### config.mk
export PLATFORM = sky130hd
export DESIGN_NAME = team_copy_engine
export DESIGN_NICKNAME = d
export VERILOG_FILES = /design/src/verilog/nebula_pkg.sv /design/src/verilog/team_copy_engine.sv
export VERILOG_INCLUDE_DIRS = /design/src /design/src/verilog
export SDC_FILE = /design/constraint.sdc
export NUM_CORES = 1
export LEC_CHECK = 0
export BUFFER_PORTS_ARGS = -buffer_cell sky130_fd_sc_hd__buf_2
export CAP_MARGIN = 10
export CORE_UTILIZATION = 50
export CTS_CLUSTER_DIAMETER = 50
export DETAILED_ROUTE_END_ITERATION = 16
export PLACE_DENSITY = 0.74
export SKIP_LAST_GASP = 1
export SYNTH_ARGS = -nofsm -noshare
export SYNTH_HDL_FRONTEND = slang
export SYNTH_SLANG_ARGS = --single-unit
### constraint.sdc
create_clock -name wb_clk_i -period 10.1 [get_ports wb_clk_i]
set_clock_uncertainty 0.05 [all_clocks]
set_input_delay 2.02 -clock wb_clk_i [delete_from_list [all_inputs] [get_ports wb_clk_i]]
set_output_delay 2.02 -clock wb_clk_i [all_outputs]
set_load 0.1 [all_outputs]
### src/verilog/nebula_defines.svh
// Address map, register offsets and SRAM depth of the nebula_ii user area
// Included by every block that decodes a bus address
`ifndef NEBULA_DEFINES_SVH
`define NEBULA_DEFINES_SVH

// Regions are 64 KB each, matched on adr[31:16]
`define NEBULA_REGION_MASK 32'hFFFF_0000
`define NEBULA_SRAM_BASE   32'h3000_0000
`define NEBULA_GPIO_BASE   32'h3001_0000
`define NEBULA_COPY_BASE   32'h3002_0000
`define NEBULA_SRAM_WORDS  1024

// GPIO block, byte offsets within its region
`define GPIO_OUT_LO 8'h00
`define GPIO_OUT_HI 8'h04
`define GPIO_OEB_LO 8'h08
`define GPIO_OEB_HI 8'h0C
`define GPIO_IN_LO  8'h10
`define GPIO_IN_HI  8'h14

// Copy engine registers
`define COPY_SRC    8'h00
`define COPY_DST    8'h04
`define COPY_LEN    8'h08
`define COPY_CTRL   8'h0C
`define COPY_STATUS 8'h10

`endif
### src/verilog/nebula_pkg.sv
// Wishbone request and response types shared by all managers and slaves
// Referenced by scoped name, one struct per direction
`default_nettype none

package nebula_pkg;

    // Manager toward slave
    typedef struct packed {
        logic        cyc;
        logic        stb;
        logic        we;
        logic [3:0]  sel;
        logic [31:0] adr;
        logic [31:0] dat;
    } wb_req_t;

    // Slave toward manager
    typedef struct packed {
        logic        ack;
        logic [31:0] dat;
    } wb_rsp_t;

endpackage

`default_nettype wire

### src/verilog/team_copy_engine.sv
// Team block that copies LEN words from SRC to DST over the shared bus
// Programmed through its slave port, raises irq_o when a copy is done
`default_nettype none

`include "nebula_defines.svh"

module team_copy_engine (
    input  wire                      wb_clk_i,
    input  wire                      rst_n_i,
    input  wire nebula_pkg::wb_req_t slv_req_i,
    output nebula_pkg::wb_rsp_t      slv_rsp_o,
    output nebula_pkg::wb_req_t      mst_req_o,
    input  wire nebula_pkg::wb_rsp_t mst_rsp_i,
    output logic                     irq_o
);

    logic [31:0] src_q;
    logic [31:0] dst_q;
    logic [31:0] len_q;
    logic [31:0] idx_q;
    logic [31:0] data_q;
    logic [31:0] rd_word;
    logic [31:0] rd_q;
    logic        ack_q;
    logic        busy_q;
    logic        done_q;
    logic        phase_q;
    logic        cyc_q;
    logic        slv_wr;
    logic        start;
    logic        done_clr;
    logic        mst_ack;
    logic        last_word;

    assign slv_wr   = slv_req_i.cyc && slv_req_i.stb && !ack_q && slv_req_i.we;
    // CTRL bit 0 starts, ignored while a copy runs
    assign start    = slv_wr && (slv_req_i.adr[7:0] == `COPY_CTRL) && slv_req_i.dat[0] && !busy_q;
    assign done_clr = slv_wr && (slv_req_i.adr[7:0] == `COPY_STATUS) && slv_req_i.dat[1];
    assign mst_ack  = busy_q && cyc_q && mst_rsp_i.ack;
    assign last_word = (idx_q + 32'd1 == len_q);

    always_comb begin
        case (slv_req_i.adr[7:0])
            `COPY_SRC:    rd_word = src_q;
            `COPY_DST:    rd_word = dst_q;
            `COPY_LEN:    rd_word = len_q;
            `COPY_STATUS: rd_word = {30'd0, done_q, busy_q};
            default:      rd_word = '0;
        endcase
    end

    // Slave side, config held steady during a copy
    always_ff @(posedge wb_clk_i or negedge rst_n_i) begin
        if (!rst_n_i) begin
            ack_q <= 1'b0;
        end else begin
            ack_q <= slv_req_i.cyc && slv_req_i.stb && !ack_q;
        end
    end

    always_ff @(posedge wb_clk_i) begin
        rd_q <= rd_word;
        if (slv_wr && !busy_q) begin
            case (slv_req_i.adr[7:0])
                `COPY_SRC: src_q <= slv_req_i.dat;
                `COPY_DST: dst_q <= slv_req_i.dat;
                `COPY_LEN: len_q <= slv_req_i.dat;
                default: ;
            endcase
        end
        // Word in flight between read and write
        if (mst_ack && !phase_q) begin
            data_q <= mst_rsp_i.dat;
        end
    end

    // Read then write per word, cyc drops for a cycle after each ack
    always_ff @(posedge wb_clk_i or negedge rst_n_i) begin
        if (!rst_n_i) begin
            busy_q  <= 1'b0;
            done_q  <= 1'b0;
            phase_q <= 1'b0;
            cyc_q   <= 1'b0;
            idx_q   <= '0;
        end else if (start) begin
            idx_q   <= '0;
            phase_q <= 1'b0;
            // Zero length finishes at once
            busy_q  <= (len_q != 32'd0);
            cyc_q   <= (len_q != 32'd0);
            done_q  <= (len_q == 32'd0);
        end else if (busy_q) begin
            if (mst_ack) begin
                cyc_q <= 1'b0;
                if (phase_q) begin
                    phase_q <= 1'b0;
                    idx_q   <= idx_q + 32'd1;
                    if (last_word) begin
                        busy_q <= 1'b0;
                        done_q <= 1'b1;
                    end
                end else begin
                    phase_q <= 1'b1;
                end
            end else if (!cyc_q) begin
                cyc_q <= 1'b1;
            end
        end else if (done_clr) begin
            done_q <= 1'b0;
        end
    end

    always_comb begin
        mst_req_o.cyc = cyc_q;
        mst_req_o.stb = cyc_q;
        mst_req_o.we  = phase_q;
        mst_req_o.sel = 4'hF;
        mst_req_o.adr = (phase_q ? dst_q : src_q) + {idx_q[29:0], 2'b00};
        mst_req_o.dat = data_q;
    end

    assign slv_rsp_o.ack = ack_q;
    assign slv_rsp_o.dat = rd_q;
    assign irq_o         = done_q;

endmodule

`default_nettype wire

# ---- Word-level counts from Yosys, hierarchy flattened
# Index checks and enable logic that the tools add are counted.
dict set report totals {
  ff_bits 197
  in_bits 106
  out_inout_bits 105
  word_cells 73
}
dict set report op_classes {
  add_sub_neg 2
  n_eq_ne 8
  muxes 24
  reduce_logical 28
}
# op n
set op_table {}
lappend op_table {{32-bit two-way mux} 5}
lappend op_table {{32-bit one-hot mux with 4 select lines} 1}
lappend op_table {{32-bit by 1-bit adder with 32-bit output (second input constant)} 1}
lappend op_table {{32-bit adder} 1}
lappend op_table {{32-bit == test} 1}
lappend op_table {{32-bit zero test} 1}
lappend op_table {{32-bit nonzero test} 1}
lappend op_table {{1-bit two-way mux} 18}
lappend op_table {{8-bit by 4-bit == test with 1-bit output (second input constant)} 2}
lappend op_table {{1-bit logical AND} 12}
lappend op_table {{3-bit by 1-bit inequality test with 1-bit output (second input constant)} 3}
lappend op_table {{8-bit by 3-bit == test with 1-bit output (second input constant)} 1}
lappend op_table {{8-bit by 5-bit == test with 1-bit output (second input constant)} 1}
lappend op_table {{8-bit zero test} 1}
lappend op_table {{2-bit AND reduction} 4}
lappend op_table {{2-bit nonzero test} 3}
lappend op_table {{4-bit AND reduction} 1}
lappend op_table {{1-bit zero test} 3}
lappend op_table {{3-bit AND reduction} 1}
lappend op_table {{3-bit nonzero test} 1}

# ---- Longest topological paths before layout
# Gate-level depths: netlist of the first run.
dict set report logic_depth {
  ltp_word 8
  depth_mapped 14
  mapped_depth_nobuf 13
}

# ---- Worst setup path after synthesis of the first run
# No wires, ideal clock.
dict set report synth_path {
  path_type {flip-flop to output port}
  startpoint {reg phase_q}
  endpoint {out mst_req_o[62] in the netlist's numbering}
  t_arrival_ps 4759
  t_required_ps 8030
  slack_ps 3271
  stages_incl_launch_ff 15
  n_path_buf 3
  path_cell_list {dfrtp_1 -> clkbuf_1 -> buf_1 -> mux2_2 -> ha_1 -> clkbuf_1 -> nand4_1 -> nor3_1 -> inv_1 -> a2111oi_0 -> o211ai_1 -> a31oi_1 -> o21a_1 -> nor2_1 -> xnor2_1}
}
# item line
set synth_rtl {}
lappend synth_rtl {{start, declared} team_copy_engine.sv:27} ;# logic phase_q;
lappend synth_rtl {{start signal, assigned} team_copy_engine.sv:82} ;# phase_q <= 1'b0;
lappend synth_rtl {{start signal, assigned} team_copy_engine.sv:87} ;# phase_q <= 1'b0;
lappend synth_rtl {{start signal, assigned} team_copy_engine.sv:96} ;# phase_q <= 1'b0;
lappend synth_rtl {{end, declared} team_copy_engine.sv:12} ;# output nebula_pkg::wb_req_t mst_req_o,

==> reports/summary.txt, run 1 <==
final setup margin -> 3.002 ns
First-pass DRT Iterations -> 5
Placer Congestion -> 0.9035
clk slew on worst S/H paths -> 0.08 ns
Worst Hold Class -> register to register
crit path from -> phase_q$_DFFE_PN0P_
first-pass GRT wire length -> 38,410 um
DP Cell Count -> 1,327
power per cell area -> 158.4 nW/um^2
Pleak -> 4.761 nW
Skew-Pair Late Insertion Delay -> 0.45 ns
RR Startpoint -> idx_q[0]$_DFFE_PN0P_
relative slew slack -> 28.62%
Synth area leaders -> edfxtp_1 38%, dfrtp_1 9.1%, dfxtp_1 6.3%, xnor2_1 4.2%, nor2_1 4.1%
Final Setup Violations -> 0
WL/cell -> 18.87 um
max frequency -> 140.9 MHz
Seq/Total Area, Yosys -> 53.23%
CTS H-Tree Depth -> 4
Slew Limit Fails -> 0
Worst EP arrival -> 5.03 ns
total stage count of the critical path -> 13
# resized after CTS -> 0
Final Hold Fails -> 0
DP HPWL -> 17,830 um
die height -> 144.6 um
vias in the first global route -> 7,089
Distinct cells, synth -> 69
synth cell count leaders -> 128 x edfxtp_1, 110 x nor2_1, 70 x a21oi_1, 64 x o21ai_0, 49 x xnor2_1
Post-Place Worst Slack -> 3.532 ns
CP Buf/Inv Count -> 3
drt drc -> 0
Vias/cell -> 5.717
Max stage delay on crit path -> 0.91 ns
final cell count without fillers -> 1,359
Synth Instances -> 926
nets -> 1,218
Syn Area/Cell -> 10.98 sq um
Horiz. Die Dim -> 144.6 um
drt total wl -> 25,640 um
clock sink count -> 197
Ant. Diodes -> 0
post-route ant nets -> 0
Synth Flop Type -> edfxtp_1
min cycle time layout -> 7.098 ns
Starting Density -> 51.55%
setup_tns -> 0 ns
Synth Cell Area -> 10,160 sq um
I/O pins -> 211
CTS tree -> built
R2R Setup Slk -> 6.45 ns
Crit-path slowest cell -> a2111oi_1
Startpoint Class -> register
GRT Residual Overflow -> 0
CP required -> 8.03 ns
worst-path fanout max -> 37
Worst setup EP type -> output port
Yosys top cell by area -> edfxtp_1
pin count of the biggest net entering global routing -> 38
worst hold margin -> 0.3996 ns
synthesis-stage register bit count -> 197
final cell utilization of the core -> 60.00%
max_cap viols -> 0
Post-synth EDFFs -> 128
Worst-Margin Slew -> 1.068 ns
Worst R2R Path Depth -> 10
number of DRC markers in iteration 0 -> 641
crit-path cells -> buf_4, mux2_2, ha_1, nand4_1, nor3_1, inv_1, a2111oi_1, o211ai_1, a31oi_1, o21a_1, nor2_1, xnor2_1, buf_2
# rows -> 51
die area -> 20,900 sq um
Worst Setup EP -> mst_req_o[62]
worst r2r dst -> irq_o$_DFFE_PN0P_
CTS Buf Count -> 17
Layout area overhead -> 16.41%
gr usage total -> 24.87%
Tcrit/Tclk final -> 70.28%
hold_buf cts -> 0
RSZ-0062 raised after global routing -> false
ys async rst share -> 18.78%
initial antenna violation count -> 1
Root Driver -> clkbuf_16
top-count cell post-synth -> edfxtp_1
critical path class -> register to output port
share of cells above drive strength 1 -> 24.77%
# Post-CTS Setup Buffers -> 0
Peak VDD IR -> 0.1175 mV
area share of the largest cell type after synthesis -> 37.82%
status -> completed
Clock Path Buffers -> 2
Yosys warnings -> 0
vias -> 7,769
cell family with most CP delay -> compound AO/OA/AOI/OAI gates
CORE AREA -> 19,720 sq um
I/O Buffers -> 178
worst hold path cell count -> 1
[metrics by stage]
stage          area, sq um  total power, W
3_5_place_dp         11190        0.001176
3_3_place_gp         11190        0.001175
2_1_floorplan        10170        0.001117
6_report             11830        0.001874
4_1_cts              11830        0.001879
5_1_grt              11830        0.001928
[sequential cells by signal (all words and copies together) (netlist names)]
name,count
data_q,32
src_q,32
rd_q,32
idx_q,32
irq_o,1
len_q,32
busy_q,1
ack_q,1
phase_q,1
dst_q,32
cyc_q,1
[area by class of cell]
type                            count  area (sq um)
Tap cell                          265         331.6
Multi-Input combinational cell    659          4415
Clock inverter                     15         211.5
Inverter                           17         63.81
Fill cell                        1611          7886
Timing Repair Buffer              189         973.4
Sequential cell                   197          5410
Clock buffer                       17         425.4
[power by group]
part / leakage [nW] / internal [W] / switching [W]
Clock: 0.305 / 0.000348 / 0.000366
Combinational: 2.54 / 0.0000689 / 0.000224
Sequential: 1.91 / 0.000862 / 0.00000437
Total: 4.76 / 0.00128 / 0.000595
[placed cells by master, fill, tap and decap left out, types with 30 or more instances in the layout]
cell      instances
xnor2_1          49
mux2i_1          35
nor2_1          109
dfxtp_1          32
mux2_2           31
nand2_1          32
buf_2           178
a21oi_1          70
edfxtp_1        128
dfrtp_1          37
ha_1             30
o21ai_0          64
[per-layer routing]
layer / track usage (%) / vias to the layer above / wire length [um]
met2: 40.36 / 263 / 12560
li1: - / 3701 / -
met3: 5.099 / 44 / 1521
met4: 9.197 / 2 / 743
met1: 32.81 / 3759 / 10810
met5: 0 / - / 8
[cell families (layout without fill, tap and decap cells)]
logic type      count (synthesis)  after routing  synth area share [%]
flops                         197            197                 53.23
simple gates                  279            279                 13.80
mux                            66             66                 6.882
other cells                     1              4               0.03690
compound gates                205            205                 12.13
fa+ha+maj                      31             31                 3.890
buf+inv                        73            238                 3.582
xor+xnor                       74             74                 6.451
[worst min-delay path by stage]
stage / startpoint / end / slack [ns]
final: ack_q$_DFF_PN0_ / ack_q$_DFF_PN0_ / 0.40
after global routing: ack_q$_DFF_PN0_ / ack_q$_DFF_PN0_ / 0.42
after CTS: ack_q$_DFF_PN0_ / ack_q$_DFF_PN0_ / 0.40
after detailed placement: ack_q$_DFF_PN0_ / ack_q$_DFF_PN0_ / 0.39
after global placement: ack_q$_DFF_PN0_ / ack_q$_DFF_PN0_ / 0.39
after floorplan: ack_q$_DFF_PN0_ / ack_q$_DFF_PN0_ / 0.37
(Power assumes the default switching activity.)
==> run 2, diff against run 1 <==
--- a/config.mk
+++ b/config.mk
@@ -6,6 +6,7 @@
 export SDC_FILE = /design/constraint.sdc
 export NUM_CORES = 1
 export LEC_CHECK = 0
+export ABC_AREA = 1
 export BUFFER_PORTS_ARGS = -buffer_cell sky130_fd_sc_hd__buf_2
 export CAP_MARGIN = 10
 export CORE_UTILIZATION = 50
==> constraint.sdc (replaced) <==
create_clock -name wb_clk_i -period 6.83 [get_ports wb_clk_i]
set_clock_uncertainty 0.05 [all_clocks]
set_input_delay 1.366 -clock wb_clk_i [delete_from_list [all_inputs] [get_ports wb_clk_i]]
set_output_delay 1.366 -clock wb_clk_i [all_outputs]
set_load 0.1 [all_outputs]
==> run 2 against run 1 <==
  * Critical path depth increased by 2
  * Wire length increased by 8.7%
  * Hold slack improved by 0.035 ns
  * Synthesized area about the same
  * Via count increased by 12%
  * First-iteration DRC count increased by 24%
  * Global-route usage increased by 2.8 points
  * Critical path type unchanged
  * Critical endpoint is now mst_req_o[63]
  * Largest cell class unchanged
  * Highest routed layer is now met4
==> reports/summary.txt, run 2 <==
status -> completed
# Post-CTS Setup Buffers -> 0 (unchanged)
final cell utilization of the core -> 60.71% (+0.71 points)
# rows -> 51 (unchanged)
clock sink count -> 197 (unchanged)
I/O Buffers -> 178 (unchanged)
Worst-Margin Slew -> 0.9993 ns (-0.06868 ns)
Horiz. Die Dim -> 144.5 um (about the same)
Peak VDD IR -> 0.2834 mV (+140%)
Slew Limit Fails -> 0 (unchanged)
Yosys top cell by area -> edfxtp_1
Max stage delay on crit path -> 0.45 ns (-0.46 ns)
first-pass GRT wire length -> 42,470 um (+11%)
First-pass DRT Iterations -> 5 (unchanged)
power per cell area -> 471.2 nW/um^2 (+200%)
fill cell count -> 1,771 (+9.9%)
share of cells above drive strength 1 -> 18.77% (-6.0 points)
Layout area overhead -> 17.51%
sequential share of power -> 27.3% (-19 points)
met2 WL -> 12,780 um (+1.8%)
post-route ant nets -> 0 (unchanged)
synthesis-stage register bit count -> 197 (unchanged)
Final Hold Fails -> 0 (unchanged)
clk slew on worst S/H paths -> 0.07 ns (about the same)
Synth Instances -> 1,139 (+23%)
Worst setup EP type -> output port
drt drc -> 0 (unchanged)
top-count cell post-synth -> nand2_1
Skew-Pair Late Insertion Delay -> 0.45 ns (about the same)
Pint -> 0.002506 W (+96%)
CTS tree -> built
critical path class -> register to output port
Worst Hold Class -> register to register
Crit-path slowest cell -> buf_2
gr usage total -> 27.69% (+2.8 points)
die area -> 20,880 sq um (about the same)
Psw -> 0.003117 W (+420%)
worst hold margin -> 0.4343 ns (+0.03468 ns)
hold_buf cts -> 0 (unchanged)
Seq/Total Area, Yosys -> 53.28% (about the same)
DP HPWL -> 21,080 um (+18%)
Worst R2R Path Depth -> 10 (unchanged)
vias -> 8,668 (+12%)
Synth Flop Type -> edfxtp_1
RSZ-0062 raised after global routing -> false
Vias/cell -> 5.428 (-5.1%)
Yosys warnings -> 0 (unchanged)
Post-synth EDFFs -> 128 (unchanged)
setup_tns -> 0 ns (unchanged)
CTS H-Tree Depth -> 4 (unchanged)
die height -> 144.5 um (about the same)
ys async rst share -> 18.78% (unchanged)
relative slew slack -> 33.38% (+4.8 points)
Clock Path Buffers -> 2 (unchanged)
CP Buf/Inv Count -> 3 (unchanged)
initial antenna violation count -> 0 (-1)
number of DRC markers in iteration 0 -> 798 (+24%)
pin count of the biggest net entering global routing -> 38 (unchanged)
Placer Congestion -> 0.9535 (+5.5%)
cell family with most CP delay -> compound AO/OA/AOI/OAI gates
logic gate share of total power -> 54.6% (+39 points)
I/O pins -> 211 (unchanged)
final setup margin -> 1.070 ns (-1.932 ns)
crit-path cells -> inv_1, or2_2, o21ai_0, inv_1, ha_1, nand2_1, o21ai_0, a21boi_0, o21ai_0, nand2_1, o211ai_1, nand4_1, nand3_1, xor2_1, buf_2
Clock Power Share -> 18.0% (-20 points)
most used cell, CP -> o21ai_0
WL met3 -> 2226 um (+46%)
Switching Share -> 55.43% (+24 points)
CTS Buf Count -> 17 (unchanged)
area share of the largest cell type after synthesis -> 37.85% (about the same)
max_cap viols -> 0 (unchanged)
top routing layer used -> met4
# resized after CTS -> 0 (unchanged)
Pleak -> 5.182 nW (+8.8%)
worst hold path cell count -> 2 (+1)
drt total wl -> 27,890 um (+8.7%)
CORE AREA -> 19,650 sq um (-0.32%)
commonest non-fill, non-tap cell in the layout -> nand2_1
total stage count of the critical path -> 15 (+2)
Tcrit/Tclk final -> 84.33%
DRT met1 WL -> 12,310 um (+14%)
DP Cell Count -> 1,565 (+18%)
Startpoint Class -> register
Final Setup Violations -> 0 (unchanged)
min cycle time layout -> 5.760 ns
synth cell count leaders -> 327 x nand2_1, 128 x edfxtp_1, 128 x inv_1, 86 x nor2_1, 73 x nand3_1
most frequent cells in the layout -> 327 x nand2_1, 178 x buf_2, 128 x inv_1, 128 x edfxtp_1, 81 x nor2_1
max frequency -> 173.6 MHz
Distinct cells, synth -> 42 (-39%)
Worst EP arrival -> 4.34 ns (-0.69 ns)
Synth area leaders -> edfxtp_1 38%, nand2_1 12%, dfrtp_1 9.1%, dfxtp_1 6.3%, inv_1 4.7%
Post-Place Worst Slack -> 1.540 ns (-1.991 ns)
Syn Area/Cell -> 8.915 sq um (-19%)
nets -> 1,456 (+20%)
CP required -> 5.41 ns (-2.62 ns)
GRT Residual Overflow -> 0 (unchanged)
worst-path fanout max -> 16 (-57%)
Root Driver -> clkbuf_16
vias in the first global route -> 8,157 (+15%)
WL/cell -> 17.46 um (-7.5%)
Starting Density -> 51.67% (+0.12 points)
Synth Cell Area -> 10,150 sq um (about the same)
Ant. Diodes -> 0 (unchanged)
final cell count without fillers -> 1,597 (+18%)
[run 2: routing by layer]
metal  global-route usage, %  vias to the layer above
met5                       0                        -
met4                   7.922                        0
met3                   6.788                       43
met2                   44.86                      383
li1                        -                     4227
met1                   36.82                     4015
[run 2: stage by stage]
| stage | power, W | cell area [sq um] |
|---|---|---|
| CTS | 0.005621 | 11930 |
| floorplan | 0.004107 | 10170 |
| global placement | 0.004589 | 11340 |
| detailed placement | 0.004615 | 11340 |
| global route | 0.005891 | 11930 |
| finish | 0.005623 | 11930 |
[run 2: area by class of cell]
cell class | count | area [sq um] | area share, %
Tap cell | 265 | 331.6 | 2.779
Sequential cell | 197 | 5410 | 45.34
Clock inverter | 14 | 165.2 | 1.384
Multi-Input combinational cell | 786 | 4146 | 34.75
Inverter | 129 | 484.2 | 4.058
Clock buffer | 18 | 429.2 | 3.597
Timing Repair Buffer | 188 | 965.9 | 8.095
[run 2: cell families (layout without fill, tap and decap cells)]
kind of cell,count (synthesis),count (layout),share of synthesized area (%)
adders and majority gates,31,31,3.894
other,1,4,0.03693
buffers and inverters,159,349,6.173
xor gates and xnor gates,38,38,3.277
DFF,197,197,53.28
and+or+nand+nor,540,540,23.04
AOI/OAI and AO/OA,173,173,10.30
[run 2: final timing paths]
kind	start	slack (ns)	to
hold reg to reg	src_q[24]$_DFFE_PP_	0.43	rd_q[24]$_DFF_P_
max in group asynchronous	rst_n_i	5.07	idx_q[5]$_DFFE_PN0P_
hold / removal	src_q[24]$_DFFE_PP_	0.43	rd_q[24]$_DFF_P_
setup reg to reg	ack_q$_DFF_PN0_	3.98	idx_q[0]$_DFFE_PN0P_
min in group asynchronous	rst_n_i	1.02	ack_q$_DFF_PN0_
setup / recovery	phase_q$_DFFE_PN0P_	1.07	mst_req_o[63]
[run 2: tightest hold or removal path, stage by stage (launching register included)]
cell and delay, ns:
edfxtp_1 0.35, nand2_1 0.05, o221ai_1 0.05
[run 2: power groups by stage]
stage / Sequential [W] / Clock, W / Combinational, W
2_1_floorplan: 0.00161 / 0 / 0.00250
3_3_place_gp: 0.00155 / 0 / 0.00303
3_5_place_dp: 0.00156 / 0 / 0.00306
4_1_cts: 0.00153 / 0.00102 / 0.00307
5_1_grt: 0.00156 / 0.00107 / 0.00327
6_report: 0.00154 / 0.00101 / 0.00307
==> run 3, diff against run 2 <==
--- a/config.mk
+++ b/config.mk
@@ -6,7 +6,7 @@
 export SDC_FILE = /design/constraint.sdc
 export NUM_CORES = 1
 export LEC_CHECK = 0
-export ABC_AREA = 1
+export ABC_AREA = 0
 export BUFFER_PORTS_ARGS = -buffer_cell sky130_fd_sc_hd__buf_2
 export CAP_MARGIN = 10
 export CORE_UTILIZATION = 50
==> constraint.sdc (replaced) <==
create_clock -name wb_clk_i -period 5.4 [get_ports wb_clk_i]
set_clock_uncertainty 0.05 [all_clocks]
set_input_delay 1.08 -clock wb_clk_i [delete_from_list [all_inputs] [get_ports wb_clk_i]]
set_output_delay 1.08 -clock wb_clk_i [all_outputs]
set_load 0.1 [all_outputs]
==> run 3 against run 2 <==
  * Die area is essentially flat
  * Global-route usage is 3.0 points lower
  * Register-to-register slack worse by 2.1 ns
  * Via count shrank 9.7%
  * Sequential power rose by 5%
  * Flip-flop and latch count did not move
  * Non-clock buffer count rose by 7
  * Sequential share of layout area decreased by 0.90 points
  * Setup slack worse by 0.83 ns
  * Critical endpoint is now mst_req_o[52]
  * Largest power group is now sequential cells
==> reports/summary.txt, run 3 (synthesized netlist as in run 1, its figures left out) <==
power per cell area -> 291.5 nW/um^2 (-38%)
Crit-path slowest cell -> dfrtp_1
Worst R2R Path Depth -> 10 (unchanged)
Ant. Diodes -> 0 (unchanged)
Worst Setup EP -> mst_req_o[52]
die area -> 20,900 sq um (about the same)
Startpoint Class -> register
min cycle time layout -> 5.157 ns
Max stage delay on crit path -> 0.39 ns (-0.06 ns)
Post-Place Worst Slack -> 0.6303 ns (-0.9102 ns)
First-pass DRT Iterations -> 7 (+2)
setup_tns -> 0 ns (unchanged)
share of cells above drive strength 1 -> 26.18% (+7.4 points)
I/O Buffers -> 178 (unchanged)
CTS tree -> built
Clock Path Buffers -> 2 (unchanged)
GRT Residual Overflow -> 0 (unchanged)
crit path from -> phase_q$_DFFE_PN0P_
drt total wl -> 25,410 um (-8.9%)
Worst EP arrival -> 4.03 ns (-0.31 ns)
R2R Setup Slk -> 1.86 ns (-2.12 ns)
Layout area overhead -> 19.78%
first-pass GRT wire length -> 38,830 um (-8.6%)
clock sink count -> 197 (unchanged)
CTS Buf Count -> 17 (unchanged)
initial antenna violation count -> 0 (unchanged)
crit-path cells -> buf_12, mux2_2, ha_1, inv_1, fa_1, nor2b_1, o31a_1, o21ai_1, a21oi_1, o21ai_0, nand2b_1, a41o_1, o41a_1, xor2_2, buf_12
gr usage total -> 24.70% (-3.0 points)
max frequency -> 193.9 MHz
post-route ant nets -> 0 (unchanged)
pin count of the biggest net entering global routing -> 38 (unchanged)
# rows -> 51 (unchanged)
Pleak -> 4.917 nW (-5.1%)
fill cell count -> 1,594 (-10%)
relative slew slack -> 29.28% (-4.1 points)
CORE AREA -> 19,720 sq um (+0.33%)
RSZ-0062 raised after global routing -> false
Placer Congestion -> 0.9040 (-5.2%)
final setup margin -> 0.2429 ns (-0.8271 ns)
CTS H-Tree Depth -> 4 (unchanged)
Slew Limit Fails -> 0 (unchanged)
nets -> 1,224 (-16%)
Peak VDD IR -> 0.2339 mV (-17%)
Final Setup Violations -> 0 (unchanged)
clk slew on worst S/H paths -> 0.08 ns (about the same)
vias in the first global route -> 7,341 (-10%)
Worst Hold Class -> register to register
number of DRC markers in iteration 0 -> 679 (-15%)
worst hold margin -> 0.4046 ns (-0.02970 ns)
worst r2r dst -> irq_o$_DFFE_PN0P_
final cell utilization of the core -> 61.74% (+1.0 points)
Placed Area -> 11,520 sq um (+1.6%)
I/O pins -> 211 (unchanged)
Starting Density -> 51.55% (-0.12 points)
most used cell, CP -> buf_12
critical path class -> register to output port
Worst-Margin Slew -> 1.061 ns (+0.06148 ns)
Vias/cell -> 5.734 (+5.6%)
Layout Cell Area excl Fill -> 12,170 sq um (+2.0%)
Tcrit/Tclk final -> 95.50%
worst-path fanout max -> 21 (+5)
most frequent cells in the layout -> 164 x buf_2, 128 x edfxtp_1, 108 x nor2_1, 70 x a21oi_1, 64 x o21ai_0
Root Driver -> clkbuf_16
vias -> 7,827 (-9.7%)
DP HPWL -> 17,820 um (-15%)
Horiz. Die Dim -> 144.6 um (about the same)
RR Startpoint -> idx_q[0]$_DFFE_PN0P_
status -> completed
Skew-Pair Late Insertion Delay -> 0.44 ns (about the same)
die height -> 144.6 um (about the same)
max_cap viols -> 0 (unchanged)
WL/cell -> 18.62 um (+6.6%)
Final Hold Fails -> 0 (unchanged)
CP required -> 4.27 ns (-1.14 ns)
commonest non-fill, non-tap cell in the layout -> buf_2
drt drc -> 0 (unchanged)
Worst setup EP type -> output port
## run 3: what timing repair did
item / 4_1_cts / 5_1_grt
buffers inserted: 0 / 0
endpoints found under the setup margin: 0 / 2
resized for setup: 0 / 2
hold buffers: 0 / 0
## run 3: critical path, delay by kind of cell, from the launching register on
family / cells / cell delay [ns]
buffers and inverters: 3 / 0.47
AOI/OAI and AO/OA: 6 / 1.57
xor gates and xnor gates: 1 / 0.22
and+or+nand+nor: 2 / 0.17
adders and majority gates: 2 / 0.41
muxes: 1 / 0.35
DFF: 1 / 0.39
## run 3: power breakdown
| part | switching [W] | internal [W] |
|---|---|---|
| combinational | 0.000430 | 0.000173 |
| sequential | 0.00000849 | 0.00161 |
| clock | 0.000676 | 0.000649 |
| total | 0.00111 | 0.00243 |
## run 3: worst min-delay path by stage
stage,startpoint,endpoint,cells past startpoint
after global placement,ack_q$_DFF_PN0_,ack_q$_DFF_PN0_,1
after floorplan,ack_q$_DFF_PN0_,ack_q$_DFF_PN0_,1
final,ack_q$_DFF_PN0_,ack_q$_DFF_PN0_,1
after detailed placement,ack_q$_DFF_PN0_,ack_q$_DFF_PN0_,1
after CTS,ack_q$_DFF_PN0_,ack_q$_DFF_PN0_,1
after global routing,ack_q$_DFF_PN0_,ack_q$_DFF_PN0_,1
## run 3: final cells by class
class                           count  area (sq um)  area share (%)
Clock inverter                     15         212.7           1.747
Timing Repair Buffer              195          1241           10.20
Tap cell                          265         331.6           2.724
Inverter                           17         63.81          0.5242
Sequential cell                   197          5410           44.44
Multi-Input combinational cell    659          4489           36.88
Clock buffer                       17         425.4           3.494
## run 3: per-stage QoR
step	std cells	total power, W
final	1365	0.003549
after floorplan	929	0.002096
after detailed placement	1333	0.002255
after CTS	1365	0.003571
after global routing	1365	0.003653
after global placement	1333	0.002251
## run 3: per-layer routing
layer / part of all wire (%) / routed length [um] / track usage [%] / vias to the layer above
met5: 0 / 0 / 0 / -
met4: 2.3 / 597 / 8.532 / 0
met3: 6.1 / 1555 / 3.543 / 42
met2: 49 / 12440 / 40.38 / 294
met1: 43 / 10820 / 33.59 / 3773
li1: - / - / - / 3718
